File: config.mk
export PLATFORM = sky130hd
export DESIGN_NAME = align_ecc_1r1w
export DESIGN_NICKNAME = d
export VERILOG_FILES = /design/src/ecc_pkg.sv /design/src/mem_geom_pkg.sv /design/src/align_ecc_1r1w.sv /design/src/read_return.sv /design/src/mem_cmd_gen.sv /design/src/ecc_decode.sv /design/src/ecc_encode.sv /design/src/pipe_delay.sv
export SDC_FILE = /design/constraint.sdc
export NUM_CORES = 1
export LEC_CHECK = 0
export ABC_CLOCK_PERIOD_IN_PS = 12200
export BUFFER_PORTS_ARGS = -buffer_cell sky130_fd_sc_hd__clkbuf_2
export CAP_MARGIN = 20
export CORE_AREA = 2 2 223 225
export CTS_CLUSTER_DIAMETER = 30
export DETAILED_ROUTE_END_ITERATION = 7
export DIE_AREA = 0 0 225 227
export GPL_TIMING_DRIVEN = 0
export HOLD_SLACK_MARGIN = 0.02
export PLACE_DENSITY_LB_ADDON = 0.3
export SYNTH_ARGS = -nofsm -noshare
export SYNTH_HDL_FRONTEND = slang
export SYNTH_SLANG_ARGS = --single-unit
File: constraint.sdc
create_clock -name clk -period 12.2 [get_ports clk]
set_input_delay 1.22 -clock clk [delete_from_list [all_inputs] [get_ports clk]]
set_output_delay 1.22 -clock clk [all_outputs]
set_load 0.01 [all_outputs]
File: src/ecc_pkg.sv
package ecc_pkg;

  localparam int ECC_DATA_WIDTH = 32; // Word width covered by the code.
  localparam int HAM_WIDTH = 6;
  localparam int ECC_WIDTH = HAM_WIDTH + 1; // Hamming bits plus one overall parity bit.

  typedef logic [ECC_WIDTH-1:0] check_t;

  typedef struct packed {
    check_t                    check; // Bit 6 is the overall parity, bits 5:0 the Hamming bits.
    logic [ECC_DATA_WIDTH-1:0] data;
  } code_word_t;

  typedef struct packed {
    logic [ECC_DATA_WIDTH-1:0] data;
    logic                      serr;
    logic                      derr;
  } ecc_result_t;

  // Hamming position of data bit idx, skipping the power-of-two check positions.
  function automatic logic [HAM_WIDTH-1:0] hamming_pos(input int idx);
    int seen;
    logic [HAM_WIDTH-1:0] pos;
    seen = 0;
    pos = '0;
    for (int p = 3; p < 2 ** HAM_WIDTH; p++) begin
      if ((p & (p - 1)) != 0) begin
        if (seen == idx) begin
          pos = HAM_WIDTH'(p);
        end
        seen++;
      end
    end
    return pos;
  endfunction

endpackage
File: src/mem_geom_pkg.sv
package mem_geom_pkg;

  localparam int DATA_WIDTH = ecc_pkg::ECC_DATA_WIDTH; // 32-bit user word.
  localparam int NUM_ADDR = 1024;
  localparam int ADDR_BITS = $clog2(NUM_ADDR);
  localparam int WORDS_PER_ROW = 4;
  localparam int LANE_BITS = $clog2(WORDS_PER_ROW);
  localparam int NUM_ROWS = NUM_ADDR / WORDS_PER_ROW;
  localparam int ROW_BITS = $clog2(NUM_ROWS);
  localparam int SRAM_DELAY = 2; // Read command to read data, in cycles.
  localparam int CODE_WIDTH = DATA_WIDTH + ecc_pkg::ECC_WIDTH;
  localparam int ROW_WIDTH = WORDS_PER_ROW * CODE_WIDTH;

  typedef logic [ADDR_BITS-1:0]  addr_t;
  typedef logic [DATA_WIDTH-1:0] data_t;
  typedef logic [ROW_BITS-1:0]   row_addr_t;
  typedef logic [LANE_BITS-1:0]  lane_t;
  typedef logic [ROW_WIDTH-1:0]  row_data_t;

  typedef struct packed {
    logic  valid;
    addr_t addr;
    data_t data;
  } wr_cmd_t;

  typedef struct packed {
    logic      write;
    row_addr_t wr_row;
    row_data_t bw; // Bit-write mask, one full lane per write.
    row_data_t din;
    logic      read;
    row_addr_t rd_row;
  } mem_cmd_t;

  typedef struct packed {
    logic  valid;
    logic  mem; // A row read was issued for this tag.
    logic  fwd;
    lane_t lane;
    data_t fwd_data;
  } rd_tag_t;

  typedef struct packed {
    logic  vld;
    logic  fwrd;
    logic  serr;
    logic  derr;
    data_t dout;
  } rd_result_t;

endpackage

File: src/align_ecc_1r1w.sv
`timescale 1ns/1ps

module align_ecc_1r1w (
  input  logic                    clk,
  input  logic                    arst_n,
  input  logic                    write,
  input  mem_geom_pkg::addr_t     wr_adr,
  input  mem_geom_pkg::data_t     din,
  input  logic                    read,
  input  mem_geom_pkg::addr_t     rd_adr,
  output logic                    rd_vld,
  output mem_geom_pkg::data_t     rd_dout,
  output logic                    rd_fwrd,
  output logic                    rd_serr,
  output logic                    rd_derr,
  output logic                    mem_write,
  output mem_geom_pkg::row_addr_t mem_wr_adr,
  output mem_geom_pkg::row_data_t mem_bw,
  output mem_geom_pkg::row_data_t mem_din,
  output logic                    mem_read,
  output mem_geom_pkg::row_addr_t mem_rd_adr,
  input  mem_geom_pkg::row_data_t mem_rd_dout
);

  mem_geom_pkg::wr_cmd_t    wr_in;
  mem_geom_pkg::wr_cmd_t    wr_reg;
  mem_geom_pkg::mem_cmd_t   mem_cmd;
  mem_geom_pkg::rd_tag_t    tag_now;
  mem_geom_pkg::rd_tag_t    tag_ret;
  mem_geom_pkg::rd_result_t result;

  assign wr_in = '{valid: write, addr: wr_adr, data: din};

  pipe_delay #(.payload_t(mem_geom_pkg::wr_cmd_t), .DEPTH(1)) wr_stage (
    .clk    (clk),
    .arst_n (arst_n),
    .in     (wr_in),
    .out    (wr_reg)
  );

  mem_cmd_gen mem_cmd_gen_i (
    .wr     (wr_reg),
    .read   (read),
    .rd_adr (rd_adr),
    .cmd    (mem_cmd),
    .tag    (tag_now)
  );

  pipe_delay #(.payload_t(mem_geom_pkg::rd_tag_t), .DEPTH(mem_geom_pkg::SRAM_DELAY)) rd_tag_pipe (
    .clk    (clk),
    .arst_n (arst_n),
    .in     (tag_now),
    .out    (tag_ret)
  );

  read_return read_return_i (
    .tag (tag_ret),
    .row (mem_rd_dout),
    .res (result)
  );

  assign mem_write = mem_cmd.write;
  assign mem_wr_adr = mem_cmd.wr_row;
  assign mem_bw = mem_cmd.bw;
  assign mem_din = mem_cmd.din;
  assign mem_read = mem_cmd.read;
  assign mem_rd_adr = mem_cmd.rd_row;

  assign rd_vld = result.vld;
  assign rd_fwrd = result.fwrd;
  assign rd_serr = result.serr;
  assign rd_derr = result.derr;
  assign rd_dout = result.dout;

endmodule

File: src/read_return.sv
`timescale 1ns/1ps

module read_return (
  input  mem_geom_pkg::rd_tag_t    tag,
  input  mem_geom_pkg::row_data_t  row,
  output mem_geom_pkg::rd_result_t res
);

  ecc_pkg::code_word_t  lane_code;
  ecc_pkg::ecc_result_t decoded;
  logic                 check_ok;

  assign lane_code = row[tag.lane * mem_geom_pkg::CODE_WIDTH +: mem_geom_pkg::CODE_WIDTH];

  ecc_decode ecc_decode_i (
    .code   (lane_code),
    .result (decoded)
  );

  // Flags only count for a real row read whose data is not replaced.
  assign check_ok = tag.mem && !tag.fwd;

  assign res.vld = tag.valid;
  assign res.fwrd = tag.fwd;
  assign res.serr = decoded.serr && check_ok;
  assign res.derr = decoded.derr && check_ok;
  assign res.dout = tag.fwd ? tag.fwd_data : decoded.data;

endmodule

File: src/mem_cmd_gen.sv
`timescale 1ns/1ps

module mem_cmd_gen (
  input  mem_geom_pkg::wr_cmd_t  wr,
  input  logic                   read,
  input  mem_geom_pkg::addr_t    rd_adr,
  output mem_geom_pkg::mem_cmd_t cmd,
  output mem_geom_pkg::rd_tag_t  tag
);

  localparam int PAD_WIDTH = mem_geom_pkg::ROW_WIDTH - mem_geom_pkg::CODE_WIDTH;

  mem_geom_pkg::row_addr_t wr_row;
  mem_geom_pkg::lane_t     wr_lane;
  mem_geom_pkg::row_addr_t rd_row;
  mem_geom_pkg::lane_t     rd_lane;
  ecc_pkg::check_t         wr_check;
  ecc_pkg::code_word_t     wr_code;
  mem_geom_pkg::row_data_t lane_din;
  mem_geom_pkg::row_data_t lane_mask;
  logic                    forward;

  assign wr_row = wr.addr[mem_geom_pkg::ADDR_BITS-1:mem_geom_pkg::LANE_BITS];
  assign wr_lane = wr.addr[mem_geom_pkg::LANE_BITS-1:0]; // Lane is the low address bits.
  assign rd_row = rd_adr[mem_geom_pkg::ADDR_BITS-1:mem_geom_pkg::LANE_BITS];
  assign rd_lane = rd_adr[mem_geom_pkg::LANE_BITS-1:0];

  ecc_encode ecc_encode_i (
    .data  (wr.data),
    .check (wr_check)
  );

  assign wr_code.check = wr_check;
  assign wr_code.data = wr.data;

  assign lane_din = {{PAD_WIDTH{1'b0}}, wr_code};
  assign lane_mask = {{PAD_WIDTH{1'b0}}, {mem_geom_pkg::CODE_WIDTH{1'b1}}};

  assign cmd.write = wr.valid;
  assign cmd.wr_row = wr_row;
  assign cmd.bw = lane_mask << (wr_lane * mem_geom_pkg::CODE_WIDTH);
  assign cmd.din = lane_din << (wr_lane * mem_geom_pkg::CODE_WIDTH);
  assign cmd.read = read;
  assign cmd.rd_row = rd_row;

  // The registered write reaches the SRAM in this same cycle, after the row is read.
  assign forward = read && wr.valid && (wr.addr == rd_adr);

  assign tag.valid = read;
  assign tag.mem = read;
  assign tag.fwd = forward;
  assign tag.lane = rd_lane;
  assign tag.fwd_data = wr.data;

endmodule

File: src/ecc_decode.sv
`timescale 1ns/1ps

module ecc_decode (
  input  ecc_pkg::code_word_t  code,
  output ecc_pkg::ecc_result_t result
);

  logic [ecc_pkg::HAM_WIDTH-1:0] syndrome;
  logic                          odd_parity;
  logic                          single;
  logic                          double;

  // Stored Hamming bits folded with the recomputed ones.
  always_comb begin
    logic [ecc_pkg::HAM_WIDTH-1:0] pos;
    syndrome = code.check[ecc_pkg::HAM_WIDTH-1:0];
    for (int j = 0; j < ecc_pkg::ECC_DATA_WIDTH; j++) begin
      pos = ecc_pkg::hamming_pos(j);
      syndrome = syndrome ^ (pos & {ecc_pkg::HAM_WIDTH{code.data[j]}});
    end
  end

  assign odd_parity = ^code;

  // Odd parity means one flipped bit, either at the syndrome position or in the overall bit.
  assign single = odd_parity;
  assign double = (syndrome != '0) && !odd_parity;

  always_comb begin
    result.data = code.data;
    for (int j = 0; j < ecc_pkg::ECC_DATA_WIDTH; j++) begin
      if (single && (syndrome == ecc_pkg::hamming_pos(j))) begin
        result.data[j] = ~code.data[j]; // A check-bit position leaves the data alone.
      end
    end
    result.serr = single;
    result.derr = double;
  end

endmodule

File: src/ecc_encode.sv
`timescale 1ns/1ps

module ecc_encode (
  input  mem_geom_pkg::data_t data,
  output ecc_pkg::check_t     check
);

  logic [ecc_pkg::HAM_WIDTH-1:0] ham;
  logic                          overall;

  // Each Hamming bit covers the data bits whose code position has that bit set.
  always_comb begin
    logic [ecc_pkg::HAM_WIDTH-1:0] pos;
    ham = '0;
    for (int j = 0; j < mem_geom_pkg::DATA_WIDTH; j++) begin
      pos = ecc_pkg::hamming_pos(j);
      for (int i = 0; i < ecc_pkg::HAM_WIDTH; i++) begin
        if (pos[i]) begin
          ham[i] = ham[i] ^ data[j];
        end
      end
    end
  end

  assign overall = ^{ham, data}; // Makes the whole coded word even parity.
  assign check = {overall, ham};

endmodule

File: src/pipe_delay.sv
`timescale 1ns/1ps

module pipe_delay #(
  parameter type payload_t = logic,
  parameter int  DEPTH = 1
) (
  input  logic     clk,
  input  logic     arst_n,
  input  payload_t in,
  output payload_t out
);

  payload_t stage [DEPTH];

  always_ff @(posedge clk or negedge arst_n) begin
    if (!arst_n) begin
      for (int i = 0; i < DEPTH; i++) begin
        stage[i] <= '0;
      end
    end else begin
      stage[0] <= in;
      for (int i = 1; i < DEPTH; i++) begin
        stage[i] <= stage[i-1];
      end
    end
  end

  assign out = stage[DEPTH-1]; // Latency is exactly DEPTH cycles.

endmodule

* Word level (Yosys, flattened, before mapping) *
Index checks and enable logic that the tools add are counted.

operators by class
  $lt $le $gt $ge = 0
  equal/unequal tests = 33
  shift operators = 3
  div/mod/pow operators = 0
  mux-type cells = 33
  add/subtract/negate cells = 0
  bitwise gates (word level) = 148
  $mul = 2
  reductions and logical operators = 43

operators with widths
  cell                                                                  count
  156-bit by 9-bit indexed part select with 39-bit output               1
  39-bit by 8-bit << shifter with 156-bit output                        1
  39-bit by 8-bit << shifter with 156-bit output, first input constant  1
  6-bit by 5-bit == test with 1-bit output, second input constant       15
  6-bit by 5-bit bitwise XOR with 6-bit output                          15
  1-bit bitwise XOR                                                     84
  6-bit by 4-bit == test with 1-bit output, second input constant       7
  6-bit by 4-bit bitwise XOR with 6-bit output                          7
  39-bit XOR reduction                                                  1
  1-bit logical AND                                                     38
  38-bit XOR reduction                                                  1
  6-bit == test, second input constant                                  6
  6-bit bitwise XOR                                                     6
  1-bit two-way mux                                                     32
  32-bit two-way mux                                                    1
  1-bit inverter                                                        32
  6-bit by 3-bit == test with 1-bit output, second input constant       3
  6-bit by 3-bit bitwise XOR with 6-bit output                          3
  2-bit by 6-bit multiplier with 8-bit output, second input constant    2
  10-bit == test                                                        1
  6-bit by 2-bit == test with 1-bit output, second input constant       1
  6-bit nonzero test                                                    1
  6-bit by 2-bit bitwise XOR with 6-bit output                          1
  1-bit zero test                                                       2

word-level totals
  memory bits (read-only) = 0
  memories kept = 0
  register bits after elaboration = 115
  output and inout bits = 366
  bits in latches = 0
  input bits = 212
  logic and storage cells = 273
  memory bits (writable) = 0

* Longest topological paths before layout *
Gate-level depths: netlist of the first run.

  depth in word-level cells = 38
  gate-level depth with buffers = 13
  mapped depth without buffers = 8

* By module *
From an unflattened synthesis of the first run, not the netlist that was laid out.

unflattened totals
  cell total of the unflattened synthesis = 852
  area, all modules = 9616.7 um2

modules (own cells, without submodules)
  module                    instances  area each (um2)  cells an instance
  mem_cmd_gen               1          2802.7           404
  pipe_delay (rd_tag_pipe)  1          2129.5           111
  ecc_decode                1          1547.7           152
  read_return               1          1346.3           87
  pipe_delay (wr_stage)     1          1076.0           43
  ecc_encode                1          714.4            55

* Worst setup path before layout of the first run *
No wires, ideal clock.

  kind = input -> output
  start point = input port mem_rd_dout[147]
  end point = output port rd_dout[31]
  path buffers = 0
  data arrival time = 4.032 ns
  required time = 10.980 ns
  cell stages on the path = 8
  setup slack = 6.948 ns
  cell sequence = mux4_2 > xor3_1 > xor2_1 > xnor3_1 > nand2b_1 > or3b_1 > or3_1 > a31oi_1

on the way
  longest elaborated chain between the ends = 37
  elaborated cells on any way between the ends = 39
  those cells by class = 1 x eq/ne; 1 x shift; 2 x mux; 33 x bitwise; 2 x reduce/logical

RTL lines
  what                                                        RTL line              text
  start, declared                                             align_ecc_1r1w.sv:22  input mem_geom_pkg::row_data_t mem_rd_dout
  156-bit by 9-bit indexed part select with 39-bit output *   read_return.sv:13     assign lane_code = row[tag.lane * mem_geom_pkg::CODE_WIDTH +: mem_geom_pkg::CODE_WIDTH];
  6-bit by 2-bit bitwise XOR with 6-bit output                ecc_decode.sv:19      syndrome = syndrome ^ (pos & {ecc_pkg::HAM_WIDTH{code.data[j]}});
  6-bit by 3-bit bitwise XOR with 6-bit output (3 in a row)   ecc_decode.sv:19
  6-bit by 4-bit bitwise XOR with 6-bit output (7 in a row)   ecc_decode.sv:19
  6-bit by 5-bit bitwise XOR with 6-bit output (15 in a row)  ecc_decode.sv:19
  6-bit bitwise XOR (6 in a row)                              ecc_decode.sv:19
  6-bit == test                                               ecc_decode.sv:32      if (single && (syndrome == ecc_pkg::hamming_pos(j))) begin
  1-bit logical AND                                           ecc_decode.sv:32
  1-bit two-way mux *                                         ecc_decode.sv:32
  32-bit two-way mux *                                        read_return.sv:27     assign res.dout = tag.fwd ? tag.fwd_data : decoded.data;
  end, declared                                               align_ecc_1r1w.sv:12  output mem_geom_pkg::data_t rd_dout,

Mark *: on every way between the ends. The rest lies on a longest branch, timed or not.

* Final worst setup path of the first run *
  start point = input port mem_rd_dout[97]
  end point = output port rd_dout[16]

on the way
  longest elaborated chain between the ends = 37
  elaborated cells on any way between the ends = 39
  those cells by class = 1 x eq/ne; 1 x shift; 2 x mux; 33 x bitwise; 2 x reduce/logical

RTL lines
  what                                                        RTL line
  156-bit by 9-bit indexed part select with 39-bit output *   read_return.sv:13
  6-bit by 2-bit bitwise XOR with 6-bit output                ecc_decode.sv:19
  6-bit by 3-bit bitwise XOR with 6-bit output (3 in a row)   ecc_decode.sv:19
  6-bit by 4-bit bitwise XOR with 6-bit output (7 in a row)   ecc_decode.sv:19
  6-bit by 5-bit bitwise XOR with 6-bit output (15 in a row)  ecc_decode.sv:19
  6-bit bitwise XOR (6 in a row)                              ecc_decode.sv:19
  6-bit by 5-bit == test with 1-bit output                    ecc_decode.sv:32
  1-bit logical AND                                           ecc_decode.sv:32
  1-bit two-way mux *                                         ecc_decode.sv:32
  32-bit two-way mux *                                        read_return.sv:27

Marked as above.

==> results.cfg, run 1 <==
[clock_network]
clock-sinks = 115
insertion_delay_ns = 0.43
cts.repair.resized = 0
cts_tree = yes
clkTransAtPathRegs_ns = 0.06
h-tree-depth = 4
numCtsBuffers = 17
cts_hold_buffers = 0
cts_buffer_depth = 2
postCtsSetupRepairBufs = 0
clockRootBuffer = clkbuf_16

[finish]
area_delta_synth_final_pct = 50.6
design_area_sq_um = 12900
final_common_cell = clkbuf_2
fill_cells = 5206
finalNonFillerCells = 2055
layout.area.seq_sq_um = 2880
drive_above_1_share_pct = 59.0
multi_input_comb_area_sq_um = 4190
final_nets = 1626
layout_common_cells = clkbuf_2, buf_4, dfrtp_1, and2_1, xnor2_1

[timing]
finalSetupViolCount = 0
tns_ns = 0
finalHoldViolCount = 0
min_period_ns = 6.23
slew_violations = 0
rsz0062_at_grt = false
max_freq_mhz = 161
slew_headroom_pct = 28.8
clock_skew_ns = 0.0129
tightest_slew_ns = 1.06
period_share_pct = 51.1

[power_and_ir_drop]
p_per_area_nw_per_um2 = 170
vdd_drop_max_uv = 117
p_leak_nw = 6.78

[detailed_routing]
detail-route-antenna-nets = 0
firstDrtPassIters = 5
routed_wl_mm = 42.8
drc_errors = 0
via_per_inst = 4.05
drt_iter0_markers = 449
vias = 8323
post_drt_wl_per_cell_um = 20.8

[flow_run]
drv_cap = 0

[floorplanning]
die_width_um = 225
coreArea_sq_um = 48500
fp.dieArea_sq_um = 51100
rows = 81
die_h_um = 227
pin_count = 578
start_util_pct = 17.7

[synth]
ys_seq_area_share_pct = 33.5
synth.area.top_cells = dfrtp_1, buf_4, mux4_2, xnor2_1, and2_1
synth_area_leader_cell = dfrtp_1
synth_seq_cells = 115
syn-num-nets = 1027
ys.flop_type = dfrtp_1
synth-edff-count = 0
syn_area_sq_um = 8590
async_reset_ff_share_pct = 100
synthDistinctLibCells = 36
yosysWarnings = 0
syn_area_per_cell_sq_um = 10.5
synth_top_area_share_pct = 33.5
netlist_instances = 815

[critical_path]
path_buf_inv = 4
criticalPathCategory = in2out
worst-path-stages = 12
crit_family = XOR/XNOR gates
rr_worst_depth = 5
worstPathArrival_ns = 5.01
cp_cell_sequence = clkbuf_2 > mux4_2 > xnor2_1 > xnor3_1 > xnor2_1 > xnor3_2 > nand2_1 > buf_2 > clkbuf_1 > o21ai_0 > a31oi_1 > clkbuf_2
cp_slowest_cell = mux4_2
path_max_fanout = 10
cp_slowest_stage_delay_ns = 0.55
endpoint_kind = output pin
cp-start-kind = input pin
critical_path_required_ns = 10.98

[placed_design]
gp_congestion = 0.864
portBuffers = 577
dp_hpwl_mm = 34.4
place_area_sq_um = 12300
dp_cells = 2016

[grt]
use_met3_pct = 3.95
grt_max_degree = 81
grt_overflow = 0
top_usage_layer = met2
grtUsageMet2_pct = 30.5
grt_use_met1_pct = 17.5
antenna_found_initial = 11
grt_pass1_vias = 8115
grt_pass1_wl_mm = 57.5
track_usage_pct = 16.1

[worst_hold_path]
hold_class = reg2reg
holdPathStages = 0

[run_status]
status = finished, final reports clean
==> flip-flops by register name, indices dropped and copies added (netlist names) <==
name               cells
rd_tag_pipe.out       36
rd_tag_pipe.stage     36
wr_stage.out          43
==> worst register-to-register path, stage by stage (launching register included) <==
cell and delay [ns]:
dfrtp_1 0.32, clkbuf_1 0.54, xnor2_1 0.20, nand4_1 0.14, or4_1 0.43, nor4_1 0.18
==> cells by family (layout without fill, tap and decap cells) <==
| family | count (synthesis) | in the layout | share of synthesized area, % |
|---|---|---|---|
| buf+inv | 224 | 836 | 17.8 |
| other cells | 0 | 6 | 0 |
| xor+xnor | 127 | 127 | 17.0 |
| flops | 115 | 115 | 33.5 |
| mux | 39 | 39 | 10.2 |
| simple gates | 245 | 245 | 16.4 |
| compound gates | 65 | 65 | 5.05 |
==> Yosys cell counts (2+ instances only) <==
cell,number
xnor3_1,21
xnor2_1,74
o21ai_1,2
nand2b_1,5
xnor3_2,2
buf_2,7
or2_1,2
nand3_1,2
inv_1,6
nand2_1,5
and2_1,96
dfrtp_1,115
or4_1,27
buf_4,171
nor2_1,62
o31ai_1,26
buf_12,2
xor2_1,27
mux4_2,39
or3_1,6
a31oi_1,32
and3_1,33
o21ai_0,4
clkbuf_1,37
==> per-layer routing <==
metal,vias to the layer above,wire length [um]
met5,-,0
met4,0,724
met3,31,3230
met2,455,22800
met1,4008,16000
li1,3829,-
==> power breakdown <==
part           internal [mW]  switching, mW  leakage [nW]
logic                  0.469          0.806          5.16
clock network          0.292          0.208         0.282
registers              0.400         0.0312          1.34
total                   1.16           1.04          6.78
==> per-stage QoR <==
| step | hold WS (ns) | util [%] | setup slack, ns | power (mW) |
|---|---|---|---|---|
| 6_report | 0.341 | 26.7 | 5.97 | 2.21 |
| 3_5_place_dp | 0.335 | 25.4 | 5.91 | 1.71 |
| 2_1_floorplan | 0.331 | - | 6.95 | 1.21 |
| 4_1_cts | 0.346 | 26.6 | 5.84 | 2.23 |
| 5_1_grt | 0.350 | 26.7 | 5.66 | 2.34 |
| 3_3_place_gp | 0.332 | 25.3 | 5.90 | 1.71 |
==> path summary, 6_finish.rpt <==
| kind | from | to | slack, ns |
|---|---|---|---|
| hold reg to reg | rd_tag_pipe.stage[59] | rd_tag_pipe.out[22] | 0.34 |
| setup / recovery | mem_rd_dout[97] | rd_dout[16] | 5.97 |
| setup reg to reg | wr_stage.out[33] | rd_tag_pipe.stage[71] | 10.29 |
| max in group asynchronous | arst_n | rd_tag_pipe.out[4] | 10.78 |
| min in group asynchronous | arst_n | wr_stage.out[28] | 0.67 |
| hold / removal | rd_tag_pipe.stage[59] | rd_tag_pipe.out[22] | 0.34 |
==> final cells by class <==
cell class | count | share of cell area, %
clock buffers | 18 | 3.39
multi-input cells | 476 | 32.3
repair buffers | 580 | 23.0
flip-flops and latches | 115 | 22.2
inverters | 6 | 0.174
clock inverters | 14 | 1.10
diodes | 6 | 0.116
plain buffers | 218 | 11.7
well taps | 622 | 6.01
(Power assumes the default switching activity.)
==> inputs of run 2 (changes only) <==
Settings changed: ABC_CLOCK_PERIOD_IN_PS 12200 to 5600, CORE_AREA 2 2 223 225 to 2 2 228 230, DIE_AREA 0 0 225 227 to 0 0 230 232.
Clock period 12.2 ns to 5.6 ns, I/O delays scaled along.
==> run 2 against run 1 <==
Against the previous run: clock-buffer cell count did not move; sequential share of layout area fell by 0.19 points; register-to-register slack got worse by 6.7 ns; die area rose by 4.5%; cell count rose by 2.7%; largest power group unchanged.
==> results.cfg, run 2 (same netlist as run 1, synthesis figures left out) <==
[run_status]
status = finished, final reports clean

[finish]
multi_input_comb_area_sq_um = 4190
final_nets = 1629
layout_common_cells = clkbuf_2, buf_4, dfrtp_1, and2_1, xnor2_1
final_core_util_pct = 25.7
largest_register_ffs = 43
area_delta_synth_final_pct = 51.9
fill_cells = 5542
drive_above_1_share_pct = 59.0
layout.area.seq_sq_um = 2880
final_common_cell = clkbuf_2

[timing]
min_period_ns = 5.49
slew_violations = 0
finalSetupViolCount = 0
clock_skew_ns = 0.0151
tns_ns = 0
period_share_pct = 98.1
tightest_slew_ns = 0.878
finalHoldViolCount = 0
slew_headroom_pct = 39.9
rsz0062_at_grt = false
max_freq_mhz = 182
setup_ws_ns = 0.107

[grt]
grt_pass1_wl_mm = 60.1
grt_max_degree = 102
grt_overflow = 0
track_usage_pct = 16.0
grt_pass1_vias = 8031
antenna_found_initial = 11

[power_and_ir_drop]
p_leak_nw = 6.81
p_per_area_nw_per_um2 = 370
vdd_drop_max_uv = 238
power.total_mw = 4.83

[clock_network]
insertion_delay_ns = 0.44
postCtsSetupRepairBufs = 0
h-tree-depth = 4
clockRootBuffer = clkbuf_16
numCtsBuffers = 17
cts_tree = yes
cts_buffer_depth = 2
clkTransAtPathRegs_ns = 0.06
clock-sinks = 115

[placed_design]
gp_congestion = 0.898
dp_hpwl_mm = 36.1
dp_slack_ns = 0.470
portBuffers = 577

[floorplanning]
die_h_um = 232
fp.dieArea_sq_um = 53400
rows = 83
coreArea_sq_um = 50900
start_util_pct = 16.9
pin_count = 578
die_width_um = 230

[detailed_routing]
post_drt_wl_per_cell_um = 21.0
vias = 8346
drc_errors = 0
drt_iter0_markers = 503
detail-route-antenna-nets = 0
routed_wl_mm = 44.3
firstDrtPassIters = 8
via_per_inst = 3.96

[critical_path]
cp-start-kind = register
rrSetupSlack_ns = 3.63
endpoint_kind = output pin
path_max_fanout = 10
worstPathArrival_ns = 4.93
critical_path_required_ns = 5.04
criticalPathCategory = reg2out

[worst_hold_path]
hold_class = in2reg

[flow_run]
drv_cap = 0
[run 2: cell count changes in the layout (fill, tap and decap cells not counted), moves of 2 or more]
cell / previous run / this run
diode_2: 6 / 4
bufinv_16: 1 / 3
inv_6: 5 / 0
buf_12: 3 / 6
inv_8: 2 / 0
clkinv_2: 1 / 3
[run 2: repair_timing]
action | CTS | global route
hold buffers | 1 | 0
pin swaps | 0 | 0
hold endpoints to repair | 14 | 0
resized for setup | 1 | 2
setup endpoints to repair | 4 | 10
[run 2: worst max-delay path, stage by stage, from the launching register on]
cell and delay (ns):
dfrtp_1 0.40, buf_4 0.21, buf_2 0.30, buf_2 0.33, mux4_2 0.44, xnor2_2 0.27
xnor3_1 0.43, xnor3_1 0.47, nand2b_1 0.27, or3b_1 0.51, or3_1 0.37, a31oi_1 0.28
clkbuf_2 0.19
[run 2: worst paths after layout]
kind / to / from / cells after the start
setup / recovery: rd_dout[31] / rd_tag_pipe.out[33] / 12
setup reg to reg: rd_tag_pipe.stage[71] / wr_stage.out[33] / 5
max in group asynchronous: rd_tag_pipe.out[22] / arst_n / 3
min in group asynchronous: wr_stage.out[11] / arst_n / 2
hold reg to reg: rd_tag_pipe.out[9] / rd_tag_pipe.stage[46] / 0
hold / removal: wr_stage.out[34] / wr_adr[2] / 1
[run 2: power by group]
| part | internal, mW | total (mW) | switching (mW) |
|---|---|---|---|
| Combinational | 1.03 | 2.77 | 1.74 |
| Sequential | 0.872 | 0.938 | 0.0657 |
| Clock | 0.698 | 1.12 | 0.418 |
[run 2: cell type report]
class,count,share of cell area (%)
sequential,115,22.0
tap,680,6.52
antenna,4,0.0767
timing repair buffer,583,23.1
clock buffer,18,3.36
buffer,218,11.6
multi-input combinational,476,32.1
inverter,6,0.172
clock inverter,10,1.05
[run 2: metrics by stage]
| step | instances | cell area, sq um | hold WS [ns] |
|---|---|---|---|
| floorplan | 815 | 8590 | 0.264 |
| global placement | 2072 | 12300 | 0.332 |
| detailed placement | 2076 | 12400 | 0.335 |
| CTS | 2105 | 13000 | 0.199 |
| global route | 2108 | 13100 | 0.209 |
| finish | 2110 | 13100 | 0.223 |
[run 2: layer usage]
metal  wire length (um)  global-route usage [%]  up-vias
li1                   -                       -     3838
met1              16300                    17.2     3978
met2              24400                    31.7      483
met3               2960                    3.25       43
met4                698                    3.71        4
met5                 26                       0        -
==> inputs of run 3 (changes only) <==
Settings changed: ABC_CLOCK_PERIOD_IN_PS 5600 to 6600, CORE_AREA 2 2 228 230 to 2 2 223 225, DIE_AREA 0 0 230 232 to 0 0 225 227, SLEW_MARGIN set to 5.
Clock period 5.6 ns to 6.6 ns, I/O delays scaled along.
==> run 3 against run 2 <==
Against the previous run: routed wire length decreased by 3.7%; setup slack improved by 0.83 ns; via count increased by 0.13%; die area fell by 4.3%; core utilization increased by 1.0 points; final area decreased by 0.82%; power down 16%; sequential share of layout area increased by 0.18 points; critical path type unchanged; largest power group unchanged.
==> results.cfg, run 3 (same netlist as run 1, synthesis figures left out) <==
[timing]
max_freq_mhz = 177
tns_ns = 0
min_period_ns = 5.66
setup_ws_ns = 0.940
slew_headroom_pct = 31.8
period_share_pct = 85.8
finalHoldViolCount = 0
finalSetupViolCount = 0
clock_skew_ns = 0.0138
slew_violations = 0
tightest_slew_ns = 1.02
rsz0062_at_grt = false

[clock_network]
insertion_delay_ns = 0.43
clock-sinks = 115
cts.repair.resized = 0
numCtsBuffers = 17
clkTransAtPathRegs_ns = 0.07
cts_tree = yes
postCtsSetupRepairBufs = 0
h-tree-depth = 4
cts_hold_buffers = 0
clockRootBuffer = clkbuf_16
cts_buffer_depth = 2

[power_and_ir_drop]
p_leak_nw = 6.79
switchingPower_mw = 1.92
p_per_area_nw_per_um2 = 313
pwr-share-seq_pct = 19.7
vdd_drop_max_uv = 265
comb_power_share_pct = 58.0
p_int_mw = 2.13
p_sw_share_pct = 47.3
clkPwrFrac_pct = 22.4

[floorplanning]
rows = 81
start_util_pct = 17.7
pin_count = 578
fp.dieArea_sq_um = 51100
die_h_um = 227
die_width_um = 225
coreArea_sq_um = 48500

[critical_path]
cp-start-kind = register
worstPathArrival_ns = 5.00
criticalPathCategory = reg2out
critical_path_required_ns = 5.94
path_max_fanout = 10
rr_worst_depth = 5
endpoint_kind = output pin
r2r_end = rd_tag_pipe.stage[71]
worstReg2RegStart = wr_stage.out[33]
rrSetupSlack_ns = 4.67

[grt]
grt_max_degree = 81
grt_pass1_vias = 8099
track_usage_pct = 16.0
grt_pass1_wl_mm = 56.8
grt_overflow = 0
antenna_found_initial = 9

[detailed_routing]
drc_errors = 0
vias = 8357
drt_iter0_markers = 314
firstDrtPassIters = 5
via_per_inst = 4.07
routed_wl_mm = 42.7
post_drt_wl_per_cell_um = 20.8
detail-route-antenna-nets = 0

[finish]
final_common_cell = clkbuf_2
final_nets = 1627
design_area_sq_um = 13000
final_core_util_pct = 26.7
layout_common_cells = clkbuf_2, buf_4, dfrtp_1, and2_1, xnor2_1
finalNonFillerCells = 2054
largest_register_ffs = 43
area_delta_synth_final_pct = 50.7
drive_above_1_share_pct = 59.0
fill_cells = 5192

[placed_design]
portBuffers = 577
gp_congestion = 0.864
place_area_sq_um = 12300
dp_slack_ns = 1.30
dp_cells = 2017
dp_hpwl_mm = 34.4

[run_status]
status = finished, final reports clean

[flow_run]
drv_cap = 0

[worst_hold_path]
hold_class = in2async
## run 3: changes by cell type in the layout (fill, tap and decap cells not counted), sizes merged
| cell | change |
|---|---|
| bufinv | -2 |
| dlygate4sd3 | -1 |
| clkbuf | -1 |
| buf | -1 |
| inv | +7 |
## run 3: per-stage QoR
| stage | hold slack [ns] | power [mW] |
|---|---|---|
| 2_1_floorplan | 0.331 | 2.25 |
| 3_5_place_dp | 0.335 | 3.16 |
| 4_1_cts | 0.105 | 4.11 |
| 3_3_place_gp | 0.332 | 3.16 |
| 5_1_grt | 0.125 | 4.31 |
| 6_report | 0.130 | 4.05 |
## run 3: area by class of cell
cell class,count,area (sq um),share of cell area (%)
Clock inverter,15,148,1.14
Timing Repair Buffer,581,2990,23.1
Tap cell,622,778,6.01
Inverter,6,22.5,0.174
Multi-Input combinational cell,476,4190,32.3
Clock buffer,17,425,3.28
Buffer,218,1510,11.7
Antenna cell,4,10.0,0.0773
Sequential cell,115,2880,22.2
## run 3: power groups by stage
stage / clock [mW] / combinational (mW) / sequential, mW
6_report: 0.907 / 2.35 / 0.797
5_1_grt: 0.978 / 2.53 / 0.802
4_1_cts: 0.949 / 2.36 / 0.800
3_5_place_dp: 0 / 2.35 / 0.813
3_3_place_gp: 0 / 2.35 / 0.813
2_1_floorplan: 0 / 1.47 / 0.772
## run 3: worst max path at each step
stage	startpoint	end	cells past startpoint
6_report	rd_tag_pipe.out[33]	rd_dout[16]	14
4_1_cts	rd_tag_pipe.out[33]	rd_dout[16]	14
2_1_floorplan	rd_tag_pipe.out[32]	rd_dout[31]	11
3_3_place_gp	rd_tag_pipe.out[33]	rd_dout[16]	14
3_5_place_dp	rd_tag_pipe.out[33]	rd_dout[16]	14
5_1_grt	rd_tag_pipe.out[33]	rd_dout[16]	14
## run 3: worst max-delay path, stage by stage (launching register included)
cell	delay (ns)
dfrtp_1	0.40
buf_4	0.22
buf_2	0.33
buf_2	0.32
mux4_2	0.44
xnor2_2	0.26
xnor3_1	0.44
xor2_1	0.23
xnor3_2	0.41
nand2_1	0.11
buf_2	0.23
clkbuf_1	0.46
o21ai_0	0.19
a31oi_1	0.33
clkbuf_2	0.20
## run 3: layer usage
| metal | part of all wire [%] | up-vias | track usage, % |
|---|---|---|---|
| li1 | - | 3826 | - |
| met1 | 38 | 4039 | 17.6 |
| met5 | 0 | - | 0 |
| met4 | 1.2 | 0 | 3.97 |
| met3 | 6.9 | 26 | 3.58 |
| met2 | 54 | 466 | 30.7 |
